**src/design/eeprom_bus_pkg.sv**
```systemverilog
package eeprom_bus_pkg;

    localparam int ADDR_W = 11;
    localparam int DATA_W = 8;
    localparam int BLK_W  = 3;     // address bits 10:8 travel in the control byte

    typedef logic [ADDR_W-1:0] eeprom_addr_t;
    typedef logic [DATA_W-1:0] eeprom_data_t;

    localparam logic [3:0] DEVICE_CODE = 4'b1010;
    localparam logic       RW_WRITE    = 1'b0;
    localparam logic       RW_READ     = 1'b1;

    // one bus bit is SCL_PHASES clocks
    localparam int SCL_PHASES = 4;
    localparam int PHASE_W    = $clog2(SCL_PHASES);

    typedef logic [PHASE_W-1:0]         phase_t;
    typedef logic [$clog2(DATA_W)-1:0]  bit_cnt_t;

    localparam phase_t PH_SCL_FALL = phase_t'(0);
    localparam phase_t PH_SDA_SET  = phase_t'(1);   // middle of scl low
    localparam phase_t PH_SCL_RISE = phase_t'(2);
    localparam phase_t PH_SAMPLE   = phase_t'(SCL_PHASES - 1);

    typedef struct packed {
        logic         is_read;
        eeprom_addr_t addr;
        eeprom_data_t wdata;
    } eeprom_cmd_t;

    // device code, block bits, r/w bit
    function automatic eeprom_data_t ctrl_byte(eeprom_addr_t addr, logic rw);
        return {DEVICE_CODE, addr[ADDR_W-1 -: BLK_W], rw};
    endfunction

endpackage

```
**src/design/eeprom_cmd_latch.sv**
```systemverilog
`timescale 1ns/1ps

module eeprom_cmd_latch (
    input  logic                         CLK,
    input  logic                         RESET,
    input  logic                         wr,
    input  logic                         rd,
    input  eeprom_bus_pkg::eeprom_addr_t addr,
    input  eeprom_bus_pkg::eeprom_data_t wdata,
    input  logic                         cmd_done,
    output eeprom_bus_pkg::eeprom_cmd_t  cmd,
    output logic                         cmd_valid
);

    logic take;

    // strobes only land while empty
    assign take = (wr | rd) & ~cmd_valid;

    always_ff @(posedge CLK)
    begin
        if (RESET)
        begin
            cmd_valid <= 1'b0;
        end
        else if (take)
        begin
            cmd_valid <= 1'b1;
        end
        else if (cmd_done)
        begin
            cmd_valid <= 1'b0;
        end
    end

    // held for the whole transaction
    always_ff @(posedge CLK)
    begin
        if (take)
        begin
            cmd.is_read <= ~wr;     // wr wins
            cmd.addr    <= addr;
            cmd.wdata   <= wdata;
        end
    end

endmodule

```
**config.mk**
```make
export PLATFORM = sky130hd
export DESIGN_NAME = eeprom_cmd_latch
export DESIGN_NICKNAME = d
export VERILOG_FILES = /design/src/design/eeprom_bus_pkg.sv /design/src/design/eeprom_cmd_latch.sv
export SDC_FILE = /design/constraint.sdc
export NUM_CORES = 1
export LEC_CHECK = 0
export ABC_CLOCK_PERIOD_IN_PS = 2100
export BUFFER_PORTS_ARGS = -buffer_cell sky130_fd_sc_hd__buf_2
export CORE_MARGIN = 3
export CORE_UTILIZATION = 38
export DETAILED_ROUTE_END_ITERATION = 16
export PLACE_DENSITY_LB_ADDON = 0.3
export SETUP_SLACK_MARGIN = 0.2
export SLEW_MARGIN = 20
export SYNTH_ARGS = -nofsm -noshare
export SYNTH_HDL_FRONTEND = slang
export SYNTH_SLANG_ARGS = --single-unit
```
**constraint.sdc**
```tcl
create_clock -name CLK -period 2.1 [get_ports CLK]
set_clock_uncertainty 0.2 [all_clocks]
set_input_delay 0.105 -clock CLK [delete_from_list [all_inputs] [get_ports CLK]]
set_output_delay 0.105 -clock CLK [all_outputs]
set_load 0.05 [all_outputs]
```
==> flow_metrics.env, run 1 <==
export IMPL_drcViolationCount=0
export IMPL_grt_pass1_vias=447
export IMPL_synthAdderAreaFrac_pct=0
export IMPL_routabilityCongestion=0.610
export IMPL_overflow=0
export IMPL_cp_num_buf_inv=3
export IMPL_start_kind="input port"
export IMPL_worst_path_max_delay_cell="dlygate4sd3_1"
export IMPL_path_clk_slew_ps=110
export IMPL_switching_share_pct=29.0
export IMPL_yosys_area_top_type="edfxtp_1"
export IMPL_grt_usage_pct=13.2
export IMPL_status="finished, final reports clean"
export IMPL_synth_nets=50
export IMPL_syn_area_um2=654
export IMPL_fmax_mhz=626
export IMPL_hold_violations=0
export IMPL_ios=45
export IMPL_ff2ff_path_depth=3
export IMPL_ys_seq_elements=21
export IMPL_power_leakage_nw=0.504
export IMPL_synth_cell_types=6
export IMPL_firstDrtPassIters=3
export IMPL_wl_per_cell_um=13.0
export IMPL_seq_power_share_pct=56.3
export IMPL_synth_top_cells_by_area="edfxtp_1 (92%), dfxtp_1 (3.1%), a211oi_2 (1.9%), nor3_2 (1.5%), nor2_1 (1.1%)"
export IMPL_yosysTopAreaCellShare_pct=91.8
export IMPL_layout_drive_gt1_share_pct=52.6
export IMPL_peakVddDrop_v=0.000699
export IMPL_crit_top_cell="dlygate4sd3_1"
export IMPL_r2r_start="cmd_valid"
export IMPL_p_comb_share_pct=23.7
export IMPL_place_hpwl_um=969
export IMPL_numCtsBuffers=3
export IMPL_diodes=0
export IMPL_rows=14
export IMPL_crit_start="wr"
export IMPL_critical_path_required_ps=2080
export IMPL_syn_area_per_cell_um2=25.2
export IMPL_synth_compound_area_share_pct=1.91
export IMPL_clkLatencyLatePin_ps=280
export IMPL_relSlewSlack_pct=82.7
export IMPL_setup_ws_ps=503
export IMPL_period_share_pct=76.1
export IMPL_p_per_area_mw_per_mm2=780
export IMPL_portBuffers=44
export IMPL_initialDrtViolationCount=4
export IMPL_grt_antenna_before_repair=0
export IMPL_finalSetupTns_ps=0
export IMPL_via_per_inst=4.30
export IMPL_slowest_delay_ps=570
export IMPL_cp_top_family="buffers and inverters"
export IMPL_grt_pass1_wl_um=2010
export IMPL_fillerInstances=95
export IMPL_intPower_mw=0.638
export IMPL_r2r_end="cmd_valid"
export IMPL_cp_endpoint="cmd_valid"
export IMPL_crit_path_max_fanout=3
export IMPL_ys_seq_area_share_pct=94.8
export IMPL_syn_inst=26
export IMPL_initial_utilization_pct=42.0
export IMPL_slew_viol_final=0
export IMPL_cts_buffer_depth=2
export IMPL_cap_violations=0
export IMPL_dp_slack_ps=856
export IMPL_grt_max_degree=21
export IMPL_synth_area_mux_share_pct=0
export IMPL_power_mw=0.898
export IMPL_core_area_mm2=0.00156
export IMPL_dr_total_vias=486
export IMPL_clkPwrFrac_pct=20.0
export IMPL_switchingPower_mw=0.261
export IMPL_cts_root_buf="clkbuf_4"
export IMPL_multi_input_area_um2=32.5
export IMPL_fin_nets=122
export IMPL_reg2reg_slack_ps=570
export IMPL_die_h_um=47.5
export IMPL_die_w_um=47.5
export IMPL_ys_warn_count=0
export IMPL_cp_arrival_ps=1570
export IMPL_die_area_mm2=0.00226
export IMPL_ctsHtreeMaxLevel=1
export IMPL_rsz0062_at_grt="no"
export IMPL_crit_chain="dlygate4sd3_1 -> buf_2 -> nor3_2 -> a211oi_2 -> dlygate4sd3_1"
export IMPL_cts_tree="done"
export IMPL_clock_sinks=21
export IMPL_synthXorXnorAreaFrac_pct=0
export IMPL_seq_area_um2=621
export IMPL_drtAntennaViolNets=0
export IMPL_syn_to_final_growth_pct=75.9
export IMPL_finalWirelength_um=1470
export IMPL_synth_top_family_by_area="simple AND/OR/NAND/NOR gates"
export IMPL_hold_class="input port to flip-flop"
export IMPL_worstSetupPathType="input port to flip-flop"
export IMPL_yosys_area_share_simple_pct=2.68
export IMPL_setup_violations=0
export IMPL_worst_slew_pin_slew_ps=261
export IMPL_path_depth=5
export IMPL_endpoint_kind="flip-flop"
export IMPL_post_route_min_period_ps=1600
==> kinds of logic (layout without fill, tap and decap cells) <==
family	count (synthesis)	in the layout
AO/OA/AOI/OAI	1	1
buffers and inverters	1	72
flip-flops	21	21
AND/OR/NAND/NOR	3	3
==> how the worst min path moves through the flow <==
stage	cells past startpoint	from	end
6_report	4	rd	cmd[0]
2_1_floorplan	1	RESET	cmd_valid
5_1_grt	4	rd	cmd[19]
3_5_place_dp	1	wdata[7]	cmd[7]
4_1_cts	4	rd	cmd[0]
3_3_place_gp	2	RESET	cmd_valid
==> worst register-to-register path: stages (launching register included) <==
cell           delay [ps]
dfxtp_1               380
nor3_2                230
a211oi_2               50
dlygate4sd3_1         570
==> layout make-up <==
class | instances | share of cell area [%]
Timing Repair Buffer | 67 | 38.9
Clock buffer | 4 | 2.28
Inverter | 1 | 0.326
Multi-Input combinational cell | 4 | 2.83
Tap cell | 16 | 1.74
Sequential cell | 21 | 53.9
==> layout by cell type, fill, tap and decap left out, drive strengths merged <==
cell type	netlist	routed
nor3	1	1
edfxtp	20	20
clkbuf	0	4
buf	0	45
a211oi	1	1
nor2	2	2
dlygate4sd3	0	22
inv	1	1
dfxtp	1	1
==> registers in the layout (all words and copies together), names as in the netlist <==
| signal | flops |
|---|---|
| cmd_valid | 1 |
| cmd | 20 |
==> power by group through the flow <==
| stage | registers (mW) | clock network, mW | logic [mW] |
|---|---|---|---|
| 2_1_floorplan | 0.628 | 0 | 0.0139 |
| 6_report | 0.506 | 0.179 | 0.213 |
| 4_1_cts | 0.507 | 0.182 | 0.213 |
| 3_3_place_gp | 0.515 | 0 | 0.178 |
| 5_1_grt | 0.509 | 0.202 | 0.223 |
| 3_5_place_dp | 0.516 | 0 | 0.181 |
==> metal layers <==
| metal | vias up | global-route usage (%) | share of wire, % |
|---|---|---|---|
| li1 | 244 | - | - |
| met1 | 217 | 14.5 | 33 |
| met2 | 25 | 25.9 | 58 |
| met3 | 0 | 4.51 | 8.5 |
| met4 | 0 | 0 | 0 |
| met5 | - | 0 | 0 |
==> Yosys cell counts <==
library cell,n
nor2_1,2
inv_1,1
edfxtp_1,20
dfxtp_1,1
nor3_2,1
a211oi_2,1
==> through the flow <==
step | utilization (%) | instances | hold WS (ps) | area [um2]
floorplan | - | 26 | -22.0 | 657
global placement | 58.0 | 87 | 76.3 | 905
detailed placement | 58.0 | 87 | 83.1 | 905
CTS | 73.8 | 113 | 265 | 1150
global route | 73.8 | 113 | 283 | 1150
finish | 73.8 | 113 | 265 | 1150
==> what timing repair did <==
item,CTS,global route
resized for setup,0,0
setup buffers,0,0
hold buffers,22,0
setup endpoints to repair,0,0
endpoints found under the hold margin,21,0
(Power assumes the default switching activity.)
==> run 2, diff against run 1 <==
Settings changed: ABC_AREA from default to 1, ABC_CLOCK_PERIOD_IN_PS 2100 to 1500, CORE_ASPECT_RATIO from default to 0.75.
Clock period 2.1 ns to 1.5 ns, I/O delays scaled along.
==> run 2 against run 1 <==
  * The flow now finishes with violations (hold timing)
  * Power rose by 43%
  * Combinational power rose by 51%
  * Cell area rose by 1.8%
  * Register-to-register slack got worse by 350 ps
  * Sequential power rose by 40%
  * Clock power rose by 44%
  * Wire length rose by 5.0%
  * Sequential share of layout area fell by 0.66 points
  * Die area rose by 0.57%
  * Worst setup slack got worse by 280 ps
  * Synthesized area rose by 0.38%
  * Largest cell class unchanged
  * Highest routed layer unchanged
==> flow_metrics.env, run 2 <==
export IMPL_die_area_mm2=0.00227
export IMPL_cts_buffer_depth=2
export IMPL_synth_common_cells="edfxtp_1 (20), inv_1 (4)"
export IMPL_post_route_min_period_ps=1280
export IMPL_die_h_um=42.0
export IMPL_status="finished with violations"
export IMPL_ios=45
export IMPL_start_kind="flip-flop"
export IMPL_ys_seq_elements=21
export IMPL_dr_total_vias=483
export IMPL_via_per_inst=4.03
export IMPL_hold_violations=1
export IMPL_cp_arrival_ps=1070
export IMPL_routabilityCongestion=0.708
export IMPL_slew_viol_final=0
export IMPL_grt_pass1_vias=510
export IMPL_final_cell_mix="buf_2 (44), dlygate4sd3_1 (22), edfxtp_1 (20)"
export IMPL_post_cts_buffers=0
export IMPL_power_mw=1.29
export IMPL_path_clk_slew_ps=110
export IMPL_worstSetupPathType="flip-flop to flip-flop"
export IMPL_multi_input_area_um2=28.8
export IMPL_final_common_cell="buf_2"
export IMPL_initial_utilization_pct=42.5
export IMPL_finalSetupTns_ps=0
export IMPL_fmax_mhz=784
export IMPL_rsz0062_at_grt="yes"
export IMPL_rows=12
export IMPL_portBuffers=44
export IMPL_finalWirelength_um=1550
export IMPL_largest_register="cmd"
export IMPL_yosysTopAreaCellShare_pct=91.4
export IMPL_p_per_area_mw_per_mm2=1100
export IMPL_syn_to_final_growth_pct=78.5
export IMPL_numCtsBuffers=3
export IMPL_grt_antenna_before_repair=0
export IMPL_yosys_area_top_type="edfxtp_1"
export IMPL_synth_cell_types=6
export IMPL_relSlewSlack_pct=82.6
export IMPL_syn_inst=28
export IMPL_r2r_start="cmd_valid"
export IMPL_whs_ps=-62.2
export IMPL_overflow=0
export IMPL_synth_nets=52
export IMPL_r2r_end="cmd[6]"
export IMPL_final_cell_area_mm2=0.00117
export IMPL_ff2ff_path_depth=3
export IMPL_period_share_pct=85.0
export IMPL_crit_path_max_fanout=10
export IMPL_clkLatencyLatePin_ps=290
export IMPL_yosysMostFrequentCell="edfxtp_1"
export IMPL_synth_ff_type="edfxtp_1"
export IMPL_hp_start="rd"
export IMPL_ctsHtreeMaxLevel=1
export IMPL_fillerInstances=101
export IMPL_syn_area_per_cell_um2=23.5
export IMPL_wl_per_cell_um=12.9
export IMPL_syn_area_um2=657
export IMPL_endpoint_kind="flip-flop"
export IMPL_placed_cell_area_um2=918
export IMPL_grt_usage_pct=16.0
export IMPL_largest_reg_flops=20
export IMPL_cts_tree="done"
export IMPL_core_area_mm2=0.00155
export IMPL_drtAntennaViolNets=0
export IMPL_ys_warn_count=0
export IMPL_worst_slew_pin_slew_ps=263
export IMPL_layout_drive_gt1_share_pct=53.5
export IMPL_violations="hold timing"
export IMPL_reg2reg_slack_ps=220
export IMPL_clock_sinks=21
export IMPL_cts_root_buf="clkbuf_4"
export IMPL_diodes=0
export IMPL_drcViolationCount=0
export IMPL_synth_edf_count=20
export IMPL_synth_top_cells_by_area="edfxtp_1 (91%), dfxtp_1 (3.0%), inv_1 (2.3%), a21oi_2 (1.3%), o21ai_2 (1.3%)"
export IMPL_synthArstFlopShare_pct=0
export IMPL_firstDrtPassIters=3
export IMPL_grt_max_degree=12
export IMPL_cts_hold_buffers=22
export IMPL_place_hpwl_um=834
export IMPL_peakVddDrop_v=0.000777
export IMPL_hold_path_depth=3
export IMPL_initialDrtViolationCount=13
export IMPL_largestRegisters="cmd x20, cmd_valid x1"
export IMPL_power_leakage_nw=0.507
export IMPL_cap_violations=0
export IMPL_grt_pass1_wl_um=2530
export IMPL_seq_area_um2=624
export IMPL_hold_class="input port to flip-flop"
export IMPL_critical_path_required_ps=1300
export IMPL_die_w_um=54.0
export IMPL_min_to="cmd_valid"
export IMPL_setup_violations=0
export IMPL_fin_nets=124
export IMPL_ys_seq_area_share_pct=94.5
-- run 2: layer usage --
layer	wire length, um	track usage (%)
met3	112	3.91
met4	0	5.97
met5	0	0
met1	583	19.3
met2	851	27.1
-- run 2: what timing repair did --
| action | in CTS | in global routing |
|---|---|---|
| gates cloned | 1 | 0 |
| endpoints found under the setup margin | 20 | 20 |
| hold endpoints to repair | 21 | 1 |
| gates resized for setup | 1 | 0 |
-- run 2: final cells by class --
| cell class | instances | share of cell area, % |
|---|---|---|
| Clock buffer | 4 | 2.24 |
| Inverter | 4 | 1.60 |
| Multi-Input combinational cell | 3 | 2.45 |
| Sequential cell | 21 | 53.3 |
| Tap cell | 21 | 2.24 |
| Timing Repair Buffer | 66 | 37.6 |
| Timing Repair inverter | 1 | 0.640 |
-- run 2: how the worst max path moves through the flow --
stage,start,end,slack [ps],cells after the start
2_1_floorplan,cmd_valid,cmd[0],80,3
6_report,cmd_valid,cmd[6],220,3
3_3_place_gp,cmd_valid,cmd[6],120,3
4_1_cts,cmd_valid,cmd[8],210,3
3_5_place_dp,cmd_valid,cmd[10],90,3
5_1_grt,cmd_valid,cmd[9],170,3
-- run 2: where the power goes --
| group | internal [mW] | leakage [nW] | total (mW) | switching (mW) |
|---|---|---|---|---|
| clock network | 0.103 | 0.0150 | 0.257 | 0.153 |
| logic | 0.0954 | 0.286 | 0.321 | 0.225 |
| registers | 0.699 | 0.205 | 0.710 | 0.0114 |
| total | 0.898 | 0.507 | 1.29 | 0.390 |
-- run 2: kinds of logic after synthesis --
family | share of synthesized area, %
AND/OR/NAND/NOR | 0.571
buffers and inverters | 2.29
AO/OA/AOI/OAI | 2.67
flip-flops | 94.5
-- run 2: per-stage QoR --
stage	hold slack [ps]	cells	setup slack [ps]	util, %
final	-62.2	120	225	75.8
after global routing	-42.6	120	169	75.8
after CTS	-86.9	120	215	75.8
after detailed placement	31.8	93	89.4	59.4
after global placement	32.8	93	117	59.4
after floorplan	-71.7	28	84.9	-
-- run 2: worst max-delay path: stages (launching register included) --
cell and delay, ps:
dfxtp_4 360, inv_2 40, o21ai_4 90, clkinvlp_4 290
