<file path="config.mk">
export PLATFORM = sky130hd
export DESIGN_NAME = i2c_byte_engine
export DESIGN_NICKNAME = d
export VERILOG_FILES = /design/src/design/eeprom_bus_pkg.sv /design/src/design/eeprom_ctrl_pkg.sv /design/src/design/i2c_byte_engine.sv
export SDC_FILE = /design/constraint.sdc
export NUM_CORES = 1
export LEC_CHECK = 0
export BUFFER_PORTS_ARGS = -buffer_cell sky130_fd_sc_hd__buf_2
export CAP_MARGIN = 10
export CELL_PAD_IN_SITES_DETAIL_PLACEMENT = 1
export CELL_PAD_IN_SITES_GLOBAL_PLACEMENT = 1
export CORE_UTILIZATION = 39
export CTS_CLUSTER_SIZE = 20
export DETAILED_ROUTE_END_ITERATION = 6
export PLACE_DENSITY_LB_ADDON = 0.1
export RECOVER_POWER = 50
export SETUP_SLACK_MARGIN = 0.02
export SLEW_MARGIN = 20
export SYNTH_ARGS = -nofsm -noshare
export SYNTH_HDL_FRONTEND = slang
export SYNTH_SLANG_ARGS = --single-unit
export TNS_END_PERCENT = 100
</file>
<file path="constraint.sdc">
create_clock -name CLK -period 2.3 [get_ports CLK]
set_clock_uncertainty 0.1 [all_clocks]
set_input_delay 0.345 -clock CLK [delete_from_list [all_inputs] [get_ports CLK]]
set_output_delay 0.345 -clock CLK [all_outputs]
set_load 0.05 [all_outputs]
</file>
<file path="src/design/eeprom_bus_pkg.sv">
package eeprom_bus_pkg;

    localparam int ADDR_W = 11;
    localparam int DATA_W = 8;
    localparam int BLK_W  = 3;     // address bits 10:8 travel in the control byte

    typedef logic [ADDR_W-1:0] eeprom_addr_t;
    typedef logic [DATA_W-1:0] eeprom_data_t;

    localparam logic [3:0] DEVICE_CODE = 4'b1010;
    localparam logic       RW_WRITE    = 1'b0;
    localparam logic       RW_READ     = 1'b1;

    // one bus bit is SCL_PHASES clocks
    localparam int SCL_PHASES = 4;
    localparam int PHASE_W    = $clog2(SCL_PHASES);

    typedef logic [PHASE_W-1:0]         phase_t;
    typedef logic [$clog2(DATA_W)-1:0]  bit_cnt_t;

    localparam phase_t PH_SCL_FALL = phase_t'(0);
    localparam phase_t PH_SDA_SET  = phase_t'(1);   // middle of scl low
    localparam phase_t PH_SCL_RISE = phase_t'(2);
    localparam phase_t PH_SAMPLE   = phase_t'(SCL_PHASES - 1);

    typedef struct packed {
        logic         is_read;
        eeprom_addr_t addr;
        eeprom_data_t wdata;
    } eeprom_cmd_t;

    // device code, block bits, r/w bit
    function automatic eeprom_data_t ctrl_byte(eeprom_addr_t addr, logic rw);
        return {DEVICE_CODE, addr[ADDR_W-1 -: BLK_W], rw};
    endfunction

endpackage

</file>
<file path="src/design/eeprom_ctrl_pkg.sv">
package eeprom_ctrl_pkg;

    typedef enum logic [1:0] {
        OP_START,
        OP_STOP,
        OP_WRITE,
        OP_READ
    } byte_op_e;

    typedef struct packed {
        byte_op_e                     op;
        eeprom_bus_pkg::eeprom_data_t tx_byte;
        logic                         last;     // nack the byte on a read
    } byte_cmd_t;

    typedef enum logic [3:0] {
        ST_IDLE, ST_START, ST_CTRL_W, ST_ADDR, ST_DATA_W,
        ST_RESTART, ST_CTRL_R, ST_DATA_R, ST_STOP, ST_DONE
    } seq_state_e;

    typedef enum logic [2:0] {
        EN_IDLE,
        EN_START,
        EN_BITS,
        EN_ACK,
        EN_STOP
    } engine_state_e;

endpackage

</file>
<file path="src/design/i2c_byte_engine.sv">
`timescale 1ns/1ps

module i2c_byte_engine (
    input  logic                         CLK,
    input  logic                         RESET,
    input  eeprom_ctrl_pkg::byte_cmd_t   byte_cmd,
    input  logic                         byte_go,
    output logic                         byte_busy,
    output logic                         byte_done,
    output logic                         ack_seen,
    output eeprom_bus_pkg::eeprom_data_t rx_byte,
    output logic                         scl,
    output logic                         sda_low,
    input  logic                         sda_in
);

    eeprom_ctrl_pkg::engine_state_e state;
    eeprom_bus_pkg::phase_t         phase;
    eeprom_bus_pkg::bit_cnt_t       bit_cnt;
    eeprom_bus_pkg::eeprom_data_t   shreg;
    logic                           rd_mode;
    logic                           last_q;

    assign byte_busy = (state != eeprom_ctrl_pkg::EN_IDLE);
    assign rx_byte   = shreg;

    always_ff @(posedge CLK)
    begin
        if (RESET)
        begin
            state     <= eeprom_ctrl_pkg::EN_IDLE;
            phase     <= eeprom_bus_pkg::PH_SCL_FALL;
            bit_cnt   <= '0;
            scl       <= 1'b1;
            sda_low   <= 1'b0;
            byte_done <= 1'b0;
            ack_seen  <= 1'b0;
            rd_mode   <= 1'b0;
            last_q    <= 1'b0;
        end
        else
        begin
            byte_done <= 1'b0;
            phase     <= phase + 1'b1;     // wraps every bus bit
            case (state)
                eeprom_ctrl_pkg::EN_IDLE:
                begin
                    phase <= eeprom_bus_pkg::PH_SCL_FALL;
                    if (byte_go)
                    begin
                        // go cycle doubles as phase 0, scl low for every op
                        scl     <= 1'b0;
                        phase   <= eeprom_bus_pkg::PH_SDA_SET;
                        bit_cnt <= '0;
                        rd_mode <= (byte_cmd.op == eeprom_ctrl_pkg::OP_READ);
                        last_q  <= byte_cmd.last;
                        case (byte_cmd.op)
                            eeprom_ctrl_pkg::OP_START: state <= eeprom_ctrl_pkg::EN_START;
                            eeprom_ctrl_pkg::OP_STOP:  state <= eeprom_ctrl_pkg::EN_STOP;
                            default:                   state <= eeprom_ctrl_pkg::EN_BITS;
                        endcase
                    end
                end
                eeprom_ctrl_pkg::EN_START:
                begin
                    case (phase)
                        eeprom_bus_pkg::PH_SDA_SET:  sda_low <= 1'b0;  // matters for restart
                        eeprom_bus_pkg::PH_SCL_RISE: scl <= 1'b1;
                        eeprom_bus_pkg::PH_SAMPLE:
                        begin
                            sda_low   <= 1'b1;     // start edge
                            byte_done <= 1'b1;
                            state     <= eeprom_ctrl_pkg::EN_IDLE;
                        end
                        default: ;
                    endcase
                end
                eeprom_ctrl_pkg::EN_STOP:
                begin
                    case (phase)
                        eeprom_bus_pkg::PH_SDA_SET:  sda_low <= 1'b1;
                        eeprom_bus_pkg::PH_SCL_RISE: scl <= 1'b1;
                        eeprom_bus_pkg::PH_SAMPLE:
                        begin
                            sda_low   <= 1'b0;     // stop edge, bus idle after
                            byte_done <= 1'b1;
                            state     <= eeprom_ctrl_pkg::EN_IDLE;
                        end
                        default: ;
                    endcase
                end
                eeprom_ctrl_pkg::EN_BITS:
                begin
                    case (phase)
                        eeprom_bus_pkg::PH_SCL_FALL: scl <= 1'b0;
                        eeprom_bus_pkg::PH_SDA_SET:  sda_low <= ~rd_mode & ~shreg[7];
                        eeprom_bus_pkg::PH_SCL_RISE: scl <= 1'b1;
                        eeprom_bus_pkg::PH_SAMPLE:
                        begin
                            bit_cnt <= bit_cnt + 1'b1;
                            if (bit_cnt == eeprom_bus_pkg::bit_cnt_t'(eeprom_bus_pkg::DATA_W - 1))
                            begin
                                state <= eeprom_ctrl_pkg::EN_ACK;
                            end
                        end
                        default: ;
                    endcase
                end
                eeprom_ctrl_pkg::EN_ACK:
                begin
                    case (phase)
                        eeprom_bus_pkg::PH_SCL_FALL: scl <= 1'b0;
                        eeprom_bus_pkg::PH_SDA_SET:  sda_low <= rd_mode & ~last_q;
                        eeprom_bus_pkg::PH_SCL_RISE: scl <= 1'b1;
                        eeprom_bus_pkg::PH_SAMPLE:
                        begin
                            ack_seen  <= ~sda_in;  // slave pulls low to ack
                            byte_done <= 1'b1;
                            state     <= eeprom_ctrl_pkg::EN_IDLE;
                        end
                        default: ;
                    endcase
                end
                default: state <= eeprom_ctrl_pkg::EN_IDLE;
            endcase
        end
    end

    // msb first in both directions
    always_ff @(posedge CLK)
    begin
        if (state == eeprom_ctrl_pkg::EN_IDLE && byte_go)
        begin
            shreg <= byte_cmd.tx_byte;
        end
        else if (state == eeprom_ctrl_pkg::EN_BITS && phase == eeprom_bus_pkg::PH_SAMPLE)
        begin
            shreg <= {shreg[eeprom_bus_pkg::DATA_W-2:0], rd_mode & sda_in};
        end
    end

endmodule

</file>
==> results of run 1 <==
metal layers:
metal / vias to the layer above / wire, um
li1: 457 / -
met2: 20 / 1320
met5: - / 0
met4: 0 / 38
met1: 455 / 1160
met3: 6 / 102
kinds of logic after synthesis:
| kind of cell | after synthesis | share of synthesized area [%] |
|---|---|---|
| mux | 11 | 10.7 |
| compound gates | 25 | 15.4 |
| flops | 22 | 45.8 |
| simple gates | 35 | 16.4 |
| buf+inv | 13 | 5.17 |
| fa+ha+maj | 6 | 6.60 |
where the power goes:
part | internal (uW) | switching [uW] | total (uW) | leakage (uW)
sequential | 493 | 44.5 | 537 | 0.000191
clock | 67.7 | 120 | 188 | 0.0000150
combinational | 180 | 416 | 596 | 0.000326
total | 741 | 580 | 1320 | 0.000532
final cells by class:
| type | count | area, sq um |
|---|---|---|
| multi-input combinational | 77 | 558 |
| tap | 31 | 38.8 |
| inverter | 7 | 26.3 |
| clock buffer | 4 | 26.3 |
| fill | 335 | 1440 |
| sequential | 22 | 520 |
| timing repair buffer | 31 | 146 |
per-stage QoR:
stage	instances	cell area, sq um	util, %	worst slack (ps)	hold slack [ps]
floorplan	112	1140	-	651	321
global placement	168	1310	47.5	440	360
detailed placement	168	1310	47.5	420	357
CTS	172	1340	48.4	402	105
global route	172	1320	47.7	195	95.9
finish	172	1320	47.7	298	115
Yosys cell counts, types with 3 or more instances:
cell type,instances
a21oi_1,9
dfxtp_1,14
edfxtp_1,8
ha_1,6
inv_1,6
mux2_2,8
nand2_1,8
nand2b_1,3
nor2_1,8
nor3_1,4
nor3b_1,3
o21ai_0,4
path summary, 6_finish.rpt:
path | from | end | slack [ps] | depth (start not counted)
setup reg to reg | state[1]$_SDFFE_PP0P_ | rx_byte[7]$_DFFE_PP_ | 300 | 3
setup / recovery | state[1]$_SDFFE_PP0P_ | rx_byte[7]$_DFFE_PP_ | 300 | 3
hold reg to reg | bit_cnt[2]$_SDFFE_PP0P_ | bit_cnt[2]$_SDFFE_PP0P_ | 370 | 2
hold / removal | sda_in | ack_seen$_SDFFE_PP0P_ | 110 | 2
state kept, by name, summed over array words and instances (netlist names), 2 cells and up:
register  cells
bit_cnt       3
phase         2
rx_byte       8
state         3
worst register-to-register path: stages, from the launching register on:
cell and delay (ps):
dfxtp_1 410, nor3_2 290, and2_0 560, mux2_2 410
==> flow_summary.json, run 1 <==
{
  "status": "completed",
  "cts_tree": "done",
  "p_leak_uw": 0.000532,
  "critPathBufInv": 0,
  "grt_antenna_before_repair": 0,
  "diodes": 0,
  "drt_iter0_drc": 17,
  "yosysTopAreaCell": "dfxtp_1",
  "powerDensity_nw_per_um2": 1000,
  "arrival_ps": 1980,
  "initial_utilization_pct": 41.2,
  "post_cts_buffers": 0,
  "cp-start-kind": "flop",
  "ys_warn_count": 0,
  "synth_area_per_cell_sq_um": 10.2,
  "cp_data_required_time_ps": 2280,
  "layout_commonest_cell": "buf_2",
  "drc_errors": 0,
  "synthesis.nets": 133,
  "cts_resized": 0,
  "endpoint_kind": "flop",
  "gp_congestion": 0.768,
  "die_width_um": 56,
  "max_stage_delay_ps": 560,
  "die_area_sq_um": 3140,
  "via_per_inst": 5.45,
  "synth_flop_cell": "dfxtp_1",
  "gr-usage-met2_pct": 31.1,
  "hpwlAfterDp_um": 1970,
  "cts_root_buf": "clkbuf_4",
  "ioPinCount": 28,
  "power_uw": 1320,
  "finalCritPeriodShare_pct": 87.1,
  "syn_to_final_growth_pct": 15.7,
  "grt_pass1_vias": 984,
  "slew_violations": 0,
  "ctsHoldBuffers": 0,
  "clk_latency_ps": 310,
  "yosys.area.top_type_share_pct": 24.6,
  "busiest_layer": "met2",
  "drive_above_1_share_pct": 24.1,
  "worstSetupPathType": "reg -> reg",
  "fp.coreArea_sq_um": 2760,
  "finalCriticalPeriod_ps": 2000,
  "grt_pass1_wl_um": 4360,
  "synth-async-reset-ratio_pct": 0,
  "ant_nets": 0,
  "vias": 938,
  "final_cell_mix": "buf_2 (15), dfxtp_1 (14), clkbuf_1 (14), a21oi_1 (9)",
  "use_met3_pct": 3.72,
  "crit_chain": "nor3_2 > and2_0 > mux2_2",
  "row_count": 19,
  "overflow": 0,
  "synth_cell_types": 36,
  "synth_area_leaders": "dfxtp_1 (25%), edfxtp_1 (21%), mux2_2 (7.9%)",
  "grtUsageMet1_pct": 21.1,
  "hold_class": "in -> reg",
  "crit_family": "simple AND/OR/NAND/NOR gates",
  "slowest_stage": "and2_0",
  "worstMarginPinSlew_ps": 604,
  "drt_first_pass_iters": 3,
  "syn_inst": 112,
  "drt_wl_total_um": 2620,
  "post_drt_wl_per_cell_um": 15.3,
  "grt.total_usage_pct": 17.8,
  "synth.yosys.seq_area_share_pct": 45.8,
  "cts_buffers": 3,
  "synth-edff-count": 8,
  "fmax_mhz": 499,
  "path_clk_slew_ps": 120,
  "grt_max_degree": 17,
  "finalSetupTns_ps": 0,
  "cp_max_fo": 10,
  "rsz0062_at_grt": "no",
  "maxCapViolCount": 0,
  "fin_nets": 163,
  "clk_path_buf_depth": 2,
  "syn-cell-area_sq_um": 1140,
  "clkSinkCount": 22,
  "chipHeight_um": 56,
  "ys_ff_latch": 22,
  "hold_violations": 0,
  "ir_worst_vdd_uv": 583,
  "port_buffers": 27,
  "relSlewSlack_pct": 59.7,
  "htree_levels": 1,
  "setup_viol": 0
}
(Power assumes the default switching activity.)
==> run 2: changes to the inputs <==
==> constraint.sdc (replaced) <==
create_clock -name CLK -period 2.1 [get_ports CLK]
set_clock_uncertainty 0.1 [all_clocks]
set_input_delay 0.315 -clock CLK [delete_from_list [all_inputs] [get_ports CLK]]
set_output_delay 0.315 -clock CLK [all_outputs]
set_load 0.05 [all_outputs]
==> flow_summary.json, run 2 (synthesis gave the netlist of run 1 again) <==
{
  "cts_root_buf": "clkbuf_4",
  "p_leak_uw": 0.000529,
  "arrival_ps": 1560,
  "clk_path_buf_depth": 2,
  "drt_first_pass_iters": 4,
  "die_area_sq_um": 3140,
  "worstMarginPinSlew_ps": 602,
  "grt_pass1_wl_um": 4190,
  "ir_worst_vdd_uv": 700,
  "finalCritPeriodShare_pct": 94.2,
  "port_buffers": 27,
  "finalCriticalPeriod_ps": 1980,
  "grt_max_degree": 17,
  "ant_nets": 0,
  "drc_errors": 0,
  "grt.total_usage_pct": 17.0,
  "clkSinkCount": 22,
  "grt_antenna_before_repair": 0,
  "cp_max_fo": 14,
  "power_uw": 1440,
  "slowest_stage": "dfxtp_1",
  "via_per_inst": 5.46,
  "syn_to_final_growth_pct": 15.5,
  "place_ws_ps": 293,
  "clk_latency_ps": 300,
  "cts_tree": "done",
  "largest_register_ffs": 8,
  "status": "completed",
  "relSlewSlack_pct": 60.1,
  "cp_data_required_time_ps": 1680,
  "setup_viol": 0,
  "chipHeight_um": 56,
  "post_drt_wl_per_cell_um": 15.2,
  "max_stage_delay_ps": 640,
  "vias": 939,
  "finalSetupTns_ps": 0,
  "overflow": 0,
  "path_clk_slew_ps": 120,
  "powerDensity_nw_per_um2": 1100,
  "hold_class": "in -> reg",
  "hold_violations": 0,
  "final_cell_mix": "clkbuf_1 (15), buf_2 (15), dfxtp_1 (13), a21oi_1 (9)",
  "fin_ws_ps": 122,
  "slew_violations": 0,
  "fin_nets": 163,
  "diodes": 0,
  "endpoint_kind": "primary output",
  "place_inst": 168,
  "drive_above_1_share_pct": 24.1,
  "drt_wl_total_um": 2610,
  "worstSetupPathType": "reg -> out",
  "fin_cells": 172,
  "fillers": 340,
  "whs_ps": 90.5,
  "die_width_um": 56,
  "row_count": 19,
  "rsz0062_at_grt": "no",
  "drt_iter0_drc": 34,
  "fmax_mhz": 506,
  "ioPinCount": 28,
  "ctsHoldBuffers": 0,
  "crit_chain": "nor3_2 > clkbuf_1 > inv_2 > buf_2",
  "hpwlAfterDp_um": 1970,
  "htree_levels": 1,
  "gp_congestion": 0.757,
  "cp-start-kind": "flop",
  "initial_utilization_pct": 41.2,
  "fp.coreArea_sq_um": 2760,
  "cts_buffers": 3,
  "maxCapViolCount": 0,
  "grt_pass1_vias": 878
}
==> run 2: cell types whose count changed in the layout (fill, tap and decap cells not counted) <==
cell | before | now
buf_4 | 3 | 2
dfxtp_2 | 0 | 1
dfxtp_1 | 14 | 13
clkbuf_1 | 14 | 15
==> run 2: stage by stage <==
step                utilization (%)  cell area (sq um)
floorplan                         -               1140
global placement               47.5               1310
detailed placement             47.5               1310
CTS                            48.4               1340
global route                   47.6               1310
finish                         47.6               1310
==> run 2: critical path, delay by kind of cell (launching register included) <==
family                 cells  cell delay [ps]
DFF                        1              640
and+or+nand+nor            1               90
buffers and inverters      3              530
==> run 2: final cells by class <==
cell class              instances  area [sq um]  area share [%]
multi-input cells              77           558            42.5
flip-flops and latches         22           522            39.7
repair buffers                 31           143            10.9
well taps                      31          38.8            2.95
clock buffers                   4          26.3            2.00
inverters                       7          26.3            2.00
==> run 2: final timing paths <==
kind / from / to / slack, ps / cells past startpoint
worst max-delay path: state[1]$_SDFFE_PP0P_ / byte_busy / 120 / 4
worst min-delay path: sda_in / ack_seen$_SDFFE_PP0P_ / 90 / 2
worst max register to register: state[1]$_SDFFE_PP0P_ / rx_byte[2]$_DFFE_PP_ / 240 / 3
worst min register to register: bit_cnt[1]$_SDFFE_PP0P_ / bit_cnt[1]$_SDFFE_PP0P_ / 380 / 2
==> run 2: routing by layer <==
metal / track usage (%) / share of wire (%) / vias up
met5: 0 / 0 / -
met1: 22.7 / 46 / 460
met4: 5.23 / 0.73 / 0
met3: 2.33 / 2.7 / 2
li1: - / - / 461
met2: 28.6 / 51 / 16
==> run 2: power breakdown <==
part / switching [uW] / internal (uW) / total (uW) / leakage [uW]
logic: 432 / 194 / 626 / 0.000322
registers: 71.1 / 541 / 612 / 0.000192
clock network: 130 / 74.0 / 204 / 0.0000150
total: 633 / 809 / 1440 / 0.000529
==> run 2: repair_timing <==
action | CTS | global route
buffers inserted | 0 | 0
endpoints found under the setup margin | 0 | 1
gates resized for setup | 0 | 1
