## src/design/eeprom_bus_pkg.sv

```systemverilog
package eeprom_bus_pkg;

    localparam int ADDR_W = 11;
    localparam int DATA_W = 8;
    localparam int BLK_W  = 3;     // address bits 10:8 travel in the control byte

    typedef logic [ADDR_W-1:0] eeprom_addr_t;
    typedef logic [DATA_W-1:0] eeprom_data_t;

    localparam logic [3:0] DEVICE_CODE = 4'b1010;
    localparam logic       RW_WRITE    = 1'b0;
    localparam logic       RW_READ     = 1'b1;

    // one bus bit is SCL_PHASES clocks
    localparam int SCL_PHASES = 4;
    localparam int PHASE_W    = $clog2(SCL_PHASES);

    typedef logic [PHASE_W-1:0]         phase_t;
    typedef logic [$clog2(DATA_W)-1:0]  bit_cnt_t;

    localparam phase_t PH_SCL_FALL = phase_t'(0);
    localparam phase_t PH_SDA_SET  = phase_t'(1);   // middle of scl low
    localparam phase_t PH_SCL_RISE = phase_t'(2);
    localparam phase_t PH_SAMPLE   = phase_t'(SCL_PHASES - 1);

    typedef struct packed {
        logic         is_read;
        eeprom_addr_t addr;
        eeprom_data_t wdata;
    } eeprom_cmd_t;

    // device code, block bits, r/w bit
    function automatic eeprom_data_t ctrl_byte(eeprom_addr_t addr, logic rw);
        return {DEVICE_CODE, addr[ADDR_W-1 -: BLK_W], rw};
    endfunction

endpackage

```

## src/design/eeprom_ctrl_pkg.sv

```systemverilog
package eeprom_ctrl_pkg;

    typedef enum logic [1:0] {
        OP_START,
        OP_STOP,
        OP_WRITE,
        OP_READ
    } byte_op_e;

    typedef struct packed {
        byte_op_e                     op;
        eeprom_bus_pkg::eeprom_data_t tx_byte;
        logic                         last;     // nack the byte on a read
    } byte_cmd_t;

    typedef enum logic [3:0] {
        ST_IDLE, ST_START, ST_CTRL_W, ST_ADDR, ST_DATA_W,
        ST_RESTART, ST_CTRL_R, ST_DATA_R, ST_STOP, ST_DONE
    } seq_state_e;

    typedef enum logic [2:0] {
        EN_IDLE,
        EN_START,
        EN_BITS,
        EN_ACK,
        EN_STOP
    } engine_state_e;

endpackage

```

## src/design/eeprom_seq.sv

```systemverilog
`timescale 1ns/1ps

module eeprom_seq (
    input  logic                         CLK,
    input  logic                         RESET,
    input  eeprom_bus_pkg::eeprom_cmd_t  cmd,
    input  logic                         cmd_valid,
    output logic                         cmd_done,
    output eeprom_ctrl_pkg::byte_cmd_t   byte_cmd,
    output logic                         byte_go,
    input  logic                         byte_busy,
    input  logic                         byte_done,
    input  logic                         ack_seen,
    input  eeprom_bus_pkg::eeprom_data_t rx_byte,
    output eeprom_bus_pkg::eeprom_data_t rdata,
    output logic                         ack,
    output logic                         nack,
    output logic                         busy
);

    eeprom_ctrl_pkg::seq_state_e state;
    eeprom_ctrl_pkg::seq_state_e state_nx;
    logic                        abort;
    logic                        abort_nx;
    logic                        sent_byte;

    // states whose byte wants a slave ack
    assign sent_byte = state inside {eeprom_ctrl_pkg::ST_CTRL_W, eeprom_ctrl_pkg::ST_ADDR,
                                     eeprom_ctrl_pkg::ST_DATA_W, eeprom_ctrl_pkg::ST_CTRL_R};

    // next op goes out in the same cycle as byte_done
    always_comb
    begin
        state_nx         = state;
        abort_nx         = abort;
        byte_go          = 1'b0;
        byte_cmd.op      = eeprom_ctrl_pkg::OP_STOP;
        byte_cmd.tx_byte = '0;
        byte_cmd.last    = 1'b0;
        if (byte_done && sent_byte && !ack_seen)
        begin
            byte_go  = 1'b1;        // no ack, bail out with a stop
            abort_nx = 1'b1;
            state_nx = eeprom_ctrl_pkg::ST_STOP;
        end
        else
        begin
            case (state)
                eeprom_ctrl_pkg::ST_IDLE:
                    if (cmd_valid && !byte_busy)
                    begin
                        byte_go     = 1'b1;
                        byte_cmd.op = eeprom_ctrl_pkg::OP_START;
                        abort_nx    = 1'b0;
                        state_nx    = eeprom_ctrl_pkg::ST_START;
                    end
                eeprom_ctrl_pkg::ST_START:
                    if (byte_done)
                    begin
                        byte_go          = 1'b1;
                        byte_cmd.op      = eeprom_ctrl_pkg::OP_WRITE;
                        byte_cmd.tx_byte = eeprom_bus_pkg::ctrl_byte(cmd.addr,
                                                                     eeprom_bus_pkg::RW_WRITE);
                        state_nx         = eeprom_ctrl_pkg::ST_CTRL_W;
                    end
                eeprom_ctrl_pkg::ST_CTRL_W:
                    if (byte_done)
                    begin
                        byte_go          = 1'b1;
                        byte_cmd.op      = eeprom_ctrl_pkg::OP_WRITE;
                        byte_cmd.tx_byte = cmd.addr[eeprom_bus_pkg::DATA_W-1:0];  // low address
                        state_nx         = eeprom_ctrl_pkg::ST_ADDR;
                    end
                eeprom_ctrl_pkg::ST_ADDR:
                    if (byte_done && cmd.is_read)
                    begin
                        byte_go     = 1'b1;
                        byte_cmd.op = eeprom_ctrl_pkg::OP_START;
                        state_nx    = eeprom_ctrl_pkg::ST_RESTART;
                    end
                    else if (byte_done)
                    begin
                        byte_go          = 1'b1;
                        byte_cmd.op      = eeprom_ctrl_pkg::OP_WRITE;
                        byte_cmd.tx_byte = cmd.wdata;
                        state_nx         = eeprom_ctrl_pkg::ST_DATA_W;
                    end
                eeprom_ctrl_pkg::ST_RESTART:
                    if (byte_done)
                    begin
                        byte_go          = 1'b1;
                        byte_cmd.op      = eeprom_ctrl_pkg::OP_WRITE;
                        byte_cmd.tx_byte = eeprom_bus_pkg::ctrl_byte(cmd.addr,
                                                                     eeprom_bus_pkg::RW_READ);
                        state_nx         = eeprom_ctrl_pkg::ST_CTRL_R;
                    end
                eeprom_ctrl_pkg::ST_CTRL_R:
                    if (byte_done)
                    begin
                        byte_go       = 1'b1;
                        byte_cmd.op   = eeprom_ctrl_pkg::OP_READ;
                        byte_cmd.last = 1'b1;      // single byte, master nack
                        state_nx      = eeprom_ctrl_pkg::ST_DATA_R;
                    end
                eeprom_ctrl_pkg::ST_DATA_W, eeprom_ctrl_pkg::ST_DATA_R:
                    if (byte_done)
                    begin
                        byte_go  = 1'b1;
                        state_nx = eeprom_ctrl_pkg::ST_STOP;
                    end
                eeprom_ctrl_pkg::ST_STOP:
                    if (byte_done)
                    begin
                        state_nx = eeprom_ctrl_pkg::ST_DONE;
                    end
                default: state_nx = eeprom_ctrl_pkg::ST_IDLE;
            endcase
        end
    end

    always_ff @(posedge CLK)
    begin
        if (RESET)
        begin
            state <= eeprom_ctrl_pkg::ST_IDLE;
            abort <= 1'b0;
        end
        else
        begin
            state <= state_nx;
            abort <= abort_nx;
        end
    end

    always_ff @(posedge CLK)
    begin
        if (state == eeprom_ctrl_pkg::ST_DATA_R && byte_done)
        begin
            rdata <= rx_byte;
        end
    end

    assign cmd_done = (state == eeprom_ctrl_pkg::ST_DONE);
    assign ack      = cmd_done & ~abort;
    assign nack     = cmd_done & abort;
    assign busy     = cmd_valid | (state != eeprom_ctrl_pkg::ST_IDLE);

endmodule

```

## config.mk

```make
export PLATFORM = sky130hd
export DESIGN_NAME = eeprom_seq
export DESIGN_NICKNAME = d
export VERILOG_FILES = /design/src/design/eeprom_bus_pkg.sv /design/src/design/eeprom_ctrl_pkg.sv /design/src/design/eeprom_seq.sv
export SDC_FILE = /design/constraint.sdc
export NUM_CORES = 1
export LEC_CHECK = 0
export BUFFER_PORTS_ARGS = -buffer_cell sky130_fd_sc_hd__buf_2
export CAP_MARGIN = 25
export CORE_MARGIN = 2
export CORE_UTILIZATION = 44
export CTS_CLUSTER_SIZE = 24
export DETAILED_ROUTE_END_ITERATION = 12
export GPL_TIMING_DRIVEN = 0
export MAX_ROUTING_LAYER = met4
export PLACE_DENSITY = 0.79
export REMOVE_ABC_BUFFERS = 1
export SLEW_MARGIN = 25
export SYNTH_ARGS = -nofsm -noshare
export SYNTH_HDL_FRONTEND = slang
export SYNTH_SLANG_ARGS = --single-unit
```

## constraint.sdc

```tcl
create_clock -name CLK -period 2.37 [get_ports CLK]
set_clock_uncertainty 0.2 [all_clocks]
set_input_delay 0.237 -clock CLK [delete_from_list [all_inputs] [get_ports CLK]]
set_output_delay 0.237 -clock CLK [all_outputs]
set_load 0.01 [all_outputs]
```

==> results.txt, run 1 <==
status -> completed
worst-margin pin slew -> 569.1 ps
reg-to-reg slack, setup -> 530 ps
hold path start -> ack_seen
Yosys reg bits -> 13
total power -> 619.6 uW
Hold Slack -> 93.51 ps
peak supply drop -> 0.0002764 V
clock buffer depth -> 2
Die W -> 52.82 um
Layout area overhead -> 34.96%
CP Data Required Time -> 1930 ps
Crit. Startpoint -> state[0]
initial core utilization -> 46.95%
fillers -> 199
core area -> 2233 um2
WL met1 -> 1.162 mm
unrepaired setup endpoints after global routing -> no
critical path's largest stage delay -> 530 ps
EDFF count, synth -> 8
Highest Signal Layer -> met4
die height -> 52.82 um
commonest non-fill, non-tap cells in the layout -> buf_2, nand3_1, dlygate4sd3_1, edfxtp_1, nor2b_1
Crit Reg-Reg Endpoint -> rdata[7]
Worst-path clk slew -> 80 ps
clock sinks -> 13
CP delay by family, top -> compound AO/OA/AOI/OAI gates
placed instance area -> 1286 um2
Synth Area per Inst -> 9.446 um2
Synth Cell Area -> 1049 um2
Ports -> 58
Post-DRT Antenna Nets -> 0
row cnt -> 17
DIE AREA -> 2789 um2
Worst R2R Path Depth -> 2
Hold Crit Class -> input pin to register
GP Congestion -> 0.7577
CP arrival -> 1820 ps
antenna cells -> 0
initial DRC count -> 18
final setup TNS -> 0 ps
P_leak -> 0.5975 nW
Max Slew Vio Count -> 0
Clock Tree Root -> clkbuf_4
sequential share of the synthesized area -> 32.46%
main flop type after synthesis -> edfxtp_1
slowest CP cell -> dfxtp_2
relative slew slack -> 61.94%
NumNets Final -> 205
highest clock rate -> 442.4 MHz
Setup violations, final -> 0
synth unique cells -> 44
minimum clock period -> 2260 ps
asr flop ratio synth -> 0%
Multi-input gate area -> 614.3 um2
fin crit share -> 95.38%
Final Cell Area -> 1415 um2
Pwr per Cell Area -> 437.8 nW/um2
total number of vias -> 1080
Vias/cell -> 5.455
DR WL/cell -> 13.52 um
drc violations -> 0
total CTS buffers -> 3
layout cells sized above 1 -> 46.47%
first-pass GRT wire length -> 3.808 mm
final wirelength -> 2.676 mm
Bufs and invs on worst path -> 1
crit start category -> register
Reg area -> 347.8 um2
Post CTS Setup Buffer Count -> 0
H-tree levels -> 1
WP depth -> 4
Max Cap Viol -> 0
crit path kind -> register to output port
pin count of the biggest net entering global routing -> 22
Syn Inst Count -> 111
Clock Latency Late Sink -> 280 ps
CP Cell Sequence -> nor2_1, a211o_1, a2111o_1, buf_2
yosys warns -> 0
final hold violation count -> 0
gr usage total -> 18.83%
critical path endpoint category -> output port
CP max FO -> 20
hpwl dp -> 1.886 mm
Pre-antenna DRT Iters -> 4
PortBufs -> 57
vias in the first global route -> 860
CP Capture Point -> byte_cmd[9]
most common cell after layout, fill and taps aside -> buf_2
worst reg2reg path startpoint -> state[3]
initial antenna violation count -> 0
WL met2 -> 1.326 mm
grt ovf -> 0
met3 wire length -> 164 um
CTS tree -> built
-- cell families after synthesis --
kind of cell	after synthesis	share of synthesized area [%]
xor gates and xnor gates	1	0.8355
and+or+nand+nor	49	30.55
AOI/OAI and AO/OA	32	25.89
muxes	1	0.9547
DFF	13	32.46
buffers and inverters	15	9.306
-- sequential cells by signal (all words and copies together), names as in the netlist --
name	count
abort	1
rdata	8
state	4
-- cell usage after synthesis, types with 3 or more instances --
library cell	count	area, um2
buf_6	4	45.04
a32oi_1	3	26.28
nor2_1	5	18.77
nand3_1	10	50.05
and3b_1	4	35.03
nor2b_1	7	43.79
a31oi_1	3	18.77
inv_1	4	15.01
o21ai_0	6	30.03
buf_2	3	15.01
edfxtp_1	8	240.2
nand2_1	4	15.01
a211oi_1	4	30.03
nand2b_1	3	18.77
a211oi_2	5	62.56
dfxtp_1	5	100.1
-- where the power goes --
group	switching [mW]	internal [mW]	leakage [nW]
clock	0.0736	0.0627	0.0177
combinational	0.106	0.0992	0.465
sequential	0.0315	0.247	0.115
-- worst register-to-register path: stages, from the launching register on --
cell	delay (ps)
dfxtp_2	450
and3b_4	490
and2_1	380
-- per-stage QoR --
stage | setup WS, ps | instances | utilization, %
6_report | 109.6 | 198 | 63.36
5_1_grt | 11.14 | 198 | 63.36
3_3_place_gp | 98.36 | 185 | 57.59
3_5_place_dp | 62.73 | 185 | 57.59
2_1_floorplan | 385.0 | 100 | -
4_1_cts | 110.8 | 198 | 63.14
-- how the worst min path moves through the flow --
stage          endpoint  cells after the start  slack [ps]
2_1_floorplan     abort                      1         110
3_3_place_gp   rdata[1]                      1         210
3_5_place_dp   rdata[1]                      1         220
4_1_cts           abort                      3          90
5_1_grt           abort                      3         110
6_report          abort                      3          90
-- what timing repair did --
action	in CTS	in global routing
hold endpoints to repair	10	0
endpoints found under the setup margin	10	4
gates resized for setup	5	2
hold buffers	9	0
-- final cells by class --
cell class,count,share of cell area [%]
multi-input cells,83,43.41
repair buffers,66,26.53
flip-flops and latches,13,24.58
well taps,28,2.476
clock buffers,3,1.592
inverters,4,1.061
clock inverters,1,0.3537
-- routing by layer --
layer	vias to the layer above	GRT usage [%]
met3	3	2.571
li1	544	-
met5	-	-
met2	38	32.92
met1	495	22.90
met4	0	4.274
Power figures use the tool's default switching activity.
==> run 2: changes to the inputs <==
--- a/config.mk
+++ b/config.mk
@@ -8,14 +8,14 @@
 export BUFFER_PORTS_ARGS = -buffer_cell sky130_fd_sc_hd__buf_2
 export CAP_MARGIN = 25
 export CORE_MARGIN = 2
-export CORE_UTILIZATION = 44
+export CORE_UTILIZATION = 46
+export CTS_BUF_LIST = sky130_fd_sc_hd__clkbuf_8
 export CTS_CLUSTER_SIZE = 24
 export DETAILED_ROUTE_END_ITERATION = 12
 export GPL_TIMING_DRIVEN = 0
-export MAX_ROUTING_LAYER = met4
-export PLACE_DENSITY = 0.79
+export PLACE_DENSITY = 0.83
 export REMOVE_ABC_BUFFERS = 1
-export SLEW_MARGIN = 25
+export SLEW_MARGIN = 20
 export SYNTH_ARGS = -nofsm -noshare
 export SYNTH_HDL_FRONTEND = slang
 export SYNTH_SLANG_ARGS = --single-unit
==> run 2 against run 1 <==
Net effect:
- maximum frequency up 1.0%
- critical endpoint unchanged
- critical path type unchanged
- first-iteration DRC count down 22%
- sequential share of layout area down 0.39 points
==> results.txt, run 2 (synthesized netlist as in run 1, its figures left out) <==
unrepaired setup endpoints after global routing -> no
Pwr per Cell Area -> 472.4 nW/um2
max reg flops -> 8
Die W -> 51.74 um
Pre-antenna DRT Iters -> 4
Vias/cell -> 5.505
critical path's largest stage delay -> 530 ps
commonest non-fill, non-tap cells in the layout -> buf_2, nand3_1, dlygate4sd3_1, edfxtp_1, nor2b_1
CP arrival -> 1800 ps
H-tree levels -> 1
Clock Tree Root -> clkbuf_8
peak supply drop -> 0.0002955 V
Hold Crit Class -> input pin to register
fillers -> 187
antenna cells -> 0
vias in the first global route -> 902
core area -> 2191 um2
first-pass GRT wire length -> 3.857 mm
initial DRC count -> 14
gr usage total -> 18.90%
final core utilization -> 65.16%
critical path endpoint category -> output port
Max Slew Vio Count -> 0
DIE AREA -> 2677 um2
Setup violations, final -> 0
Ports -> 58
P_leak -> 0.6084 nW
slowest CP cell -> dfxtp_2
Max Cap Viol -> 0
clock buffer depth -> 2
Worst-path clk slew -> 50 ps
die height -> 51.74 um
relative slew slack -> 61.03%
clock sinks -> 13
Largest regs -> rdata x8, state x4, abort x1
drc violations -> 0
final hold violation count -> 0
hpwl dp -> 1.882 mm
setup ws final -> 132.6 ps
initial core utilization -> 47.86%
CP max FO -> 20
total number of vias -> 1090
worst-margin pin slew -> 582.7 ps
top register by number of flip-flops -> rdata
fin crit share -> 94.41%
Layout area overhead -> 36.16%
grt ovf -> 0
PortBufs -> 57
M3 GR Usage -> 3.448%
Post-DRT Antenna Nets -> 0
DR WL/cell -> 13.22 um
grt peak-use layer -> met2
met1 Usage GRT -> 23.65%
CTS tree -> built
met2 global-route usage -> 32.05%
status -> completed
pin count of the biggest net entering global routing -> 22
highest clock rate -> 446.9 MHz
total CTS buffers -> 3
placed instance area -> 1286 um2
layout cells sized above 1 -> 45.88%
Hold Slack -> 143.2 ps
final wirelength -> 2.617 mm
initial antenna violation count -> 0
Clock Latency Late Sink -> 240 ps
GP Congestion -> 0.8300
Final Cell Area -> 1428 um2
row cnt -> 17
CP Data Required Time -> 1930 ps
most common cell after layout, fill and taps aside -> buf_2
minimum clock period -> 2237 ps
pre-CTS setup slack -> -1.003 ps
crit path kind -> register to output port
crit start category -> register
NumNets Final -> 205
CP Cell Sequence -> nor2_1, a211o_1, a2111o_1, buf_2
==> run 2: changes by cell type in the layout (fill, tap and decap cells not counted) <==
cell / delta
dfxtp_2: +1
clkbuf_4: -3
inv_1: +1
and3b_4: -1
clkinv_2: -1
and3b_2: +1
clkbuf_8: +3
dfxtp_4: -1
==> run 2: power by group <==
group / internal [mW] / switching, mW
sequential: 0.248 / 0.0325
combinational: 0.0985 / 0.107
clock: 0.114 / 0.0740
==> run 2: what timing repair did <==
| action | CTS | global route |
|---|---|---|
| hold buffers | 9 | 0 |
| gates resized for setup | 5 | 0 |
| endpoints found under the hold margin | 10 | 0 |
| endpoints found under the setup margin | 9 | 0 |
| buffers inserted | 0 | 0 |
==> run 2: worst paths after layout <==
kind              startpoint     endpoint  slack, ps  cells after the start
setup / recovery    state[0]  byte_cmd[9]        130                      4
hold / removal      ack_seen        abort        140                      3
setup reg to reg    state[1]     rdata[1]        490                      2
hold reg to reg        abort        abort        300                      2
==> run 2: metrics by stage <==
step                      instances  power (mW)  setup TNS (ps)
final                           198      0.6744               0
after global routing            198      0.7080               0
after CTS                       198      0.6767               0
after detailed placement        185      0.4736          -1.003
after global placement          185      0.4661               0
after floorplan                 100      0.3984               0
==> run 2: per-layer routing <==
layer | vias up | part of all wire (%)
met3 | 4 | 5.0
met4 | 0 | 1.1
met2 | 33 | 50
met5 | - | 0
met1 | 510 | 44
li1 | 543 | -
==> run 2: area by class of cell <==
type | count | area (um2) | share of cell area (%)
well taps | 28 | 35.03 | 2.454
flip-flops and latches | 13 | 345.3 | 24.19
repair buffers | 66 | 375.4 | 26.29
clock buffers | 3 | 41.29 | 2.892
multi-input cells | 83 | 611.8 | 42.86
inverters | 4 | 15.01 | 1.052
clock inverters | 1 | 3.754 | 0.2629
==> run 2: worst max-delay path: cells and delay by family (launching register included) <==
family	cells	cell delay, ps
AO/OA/AOI/OAI	2	670
flip-flops	1	530
AND/OR/NAND/NOR	1	210
buffers and inverters	1	150
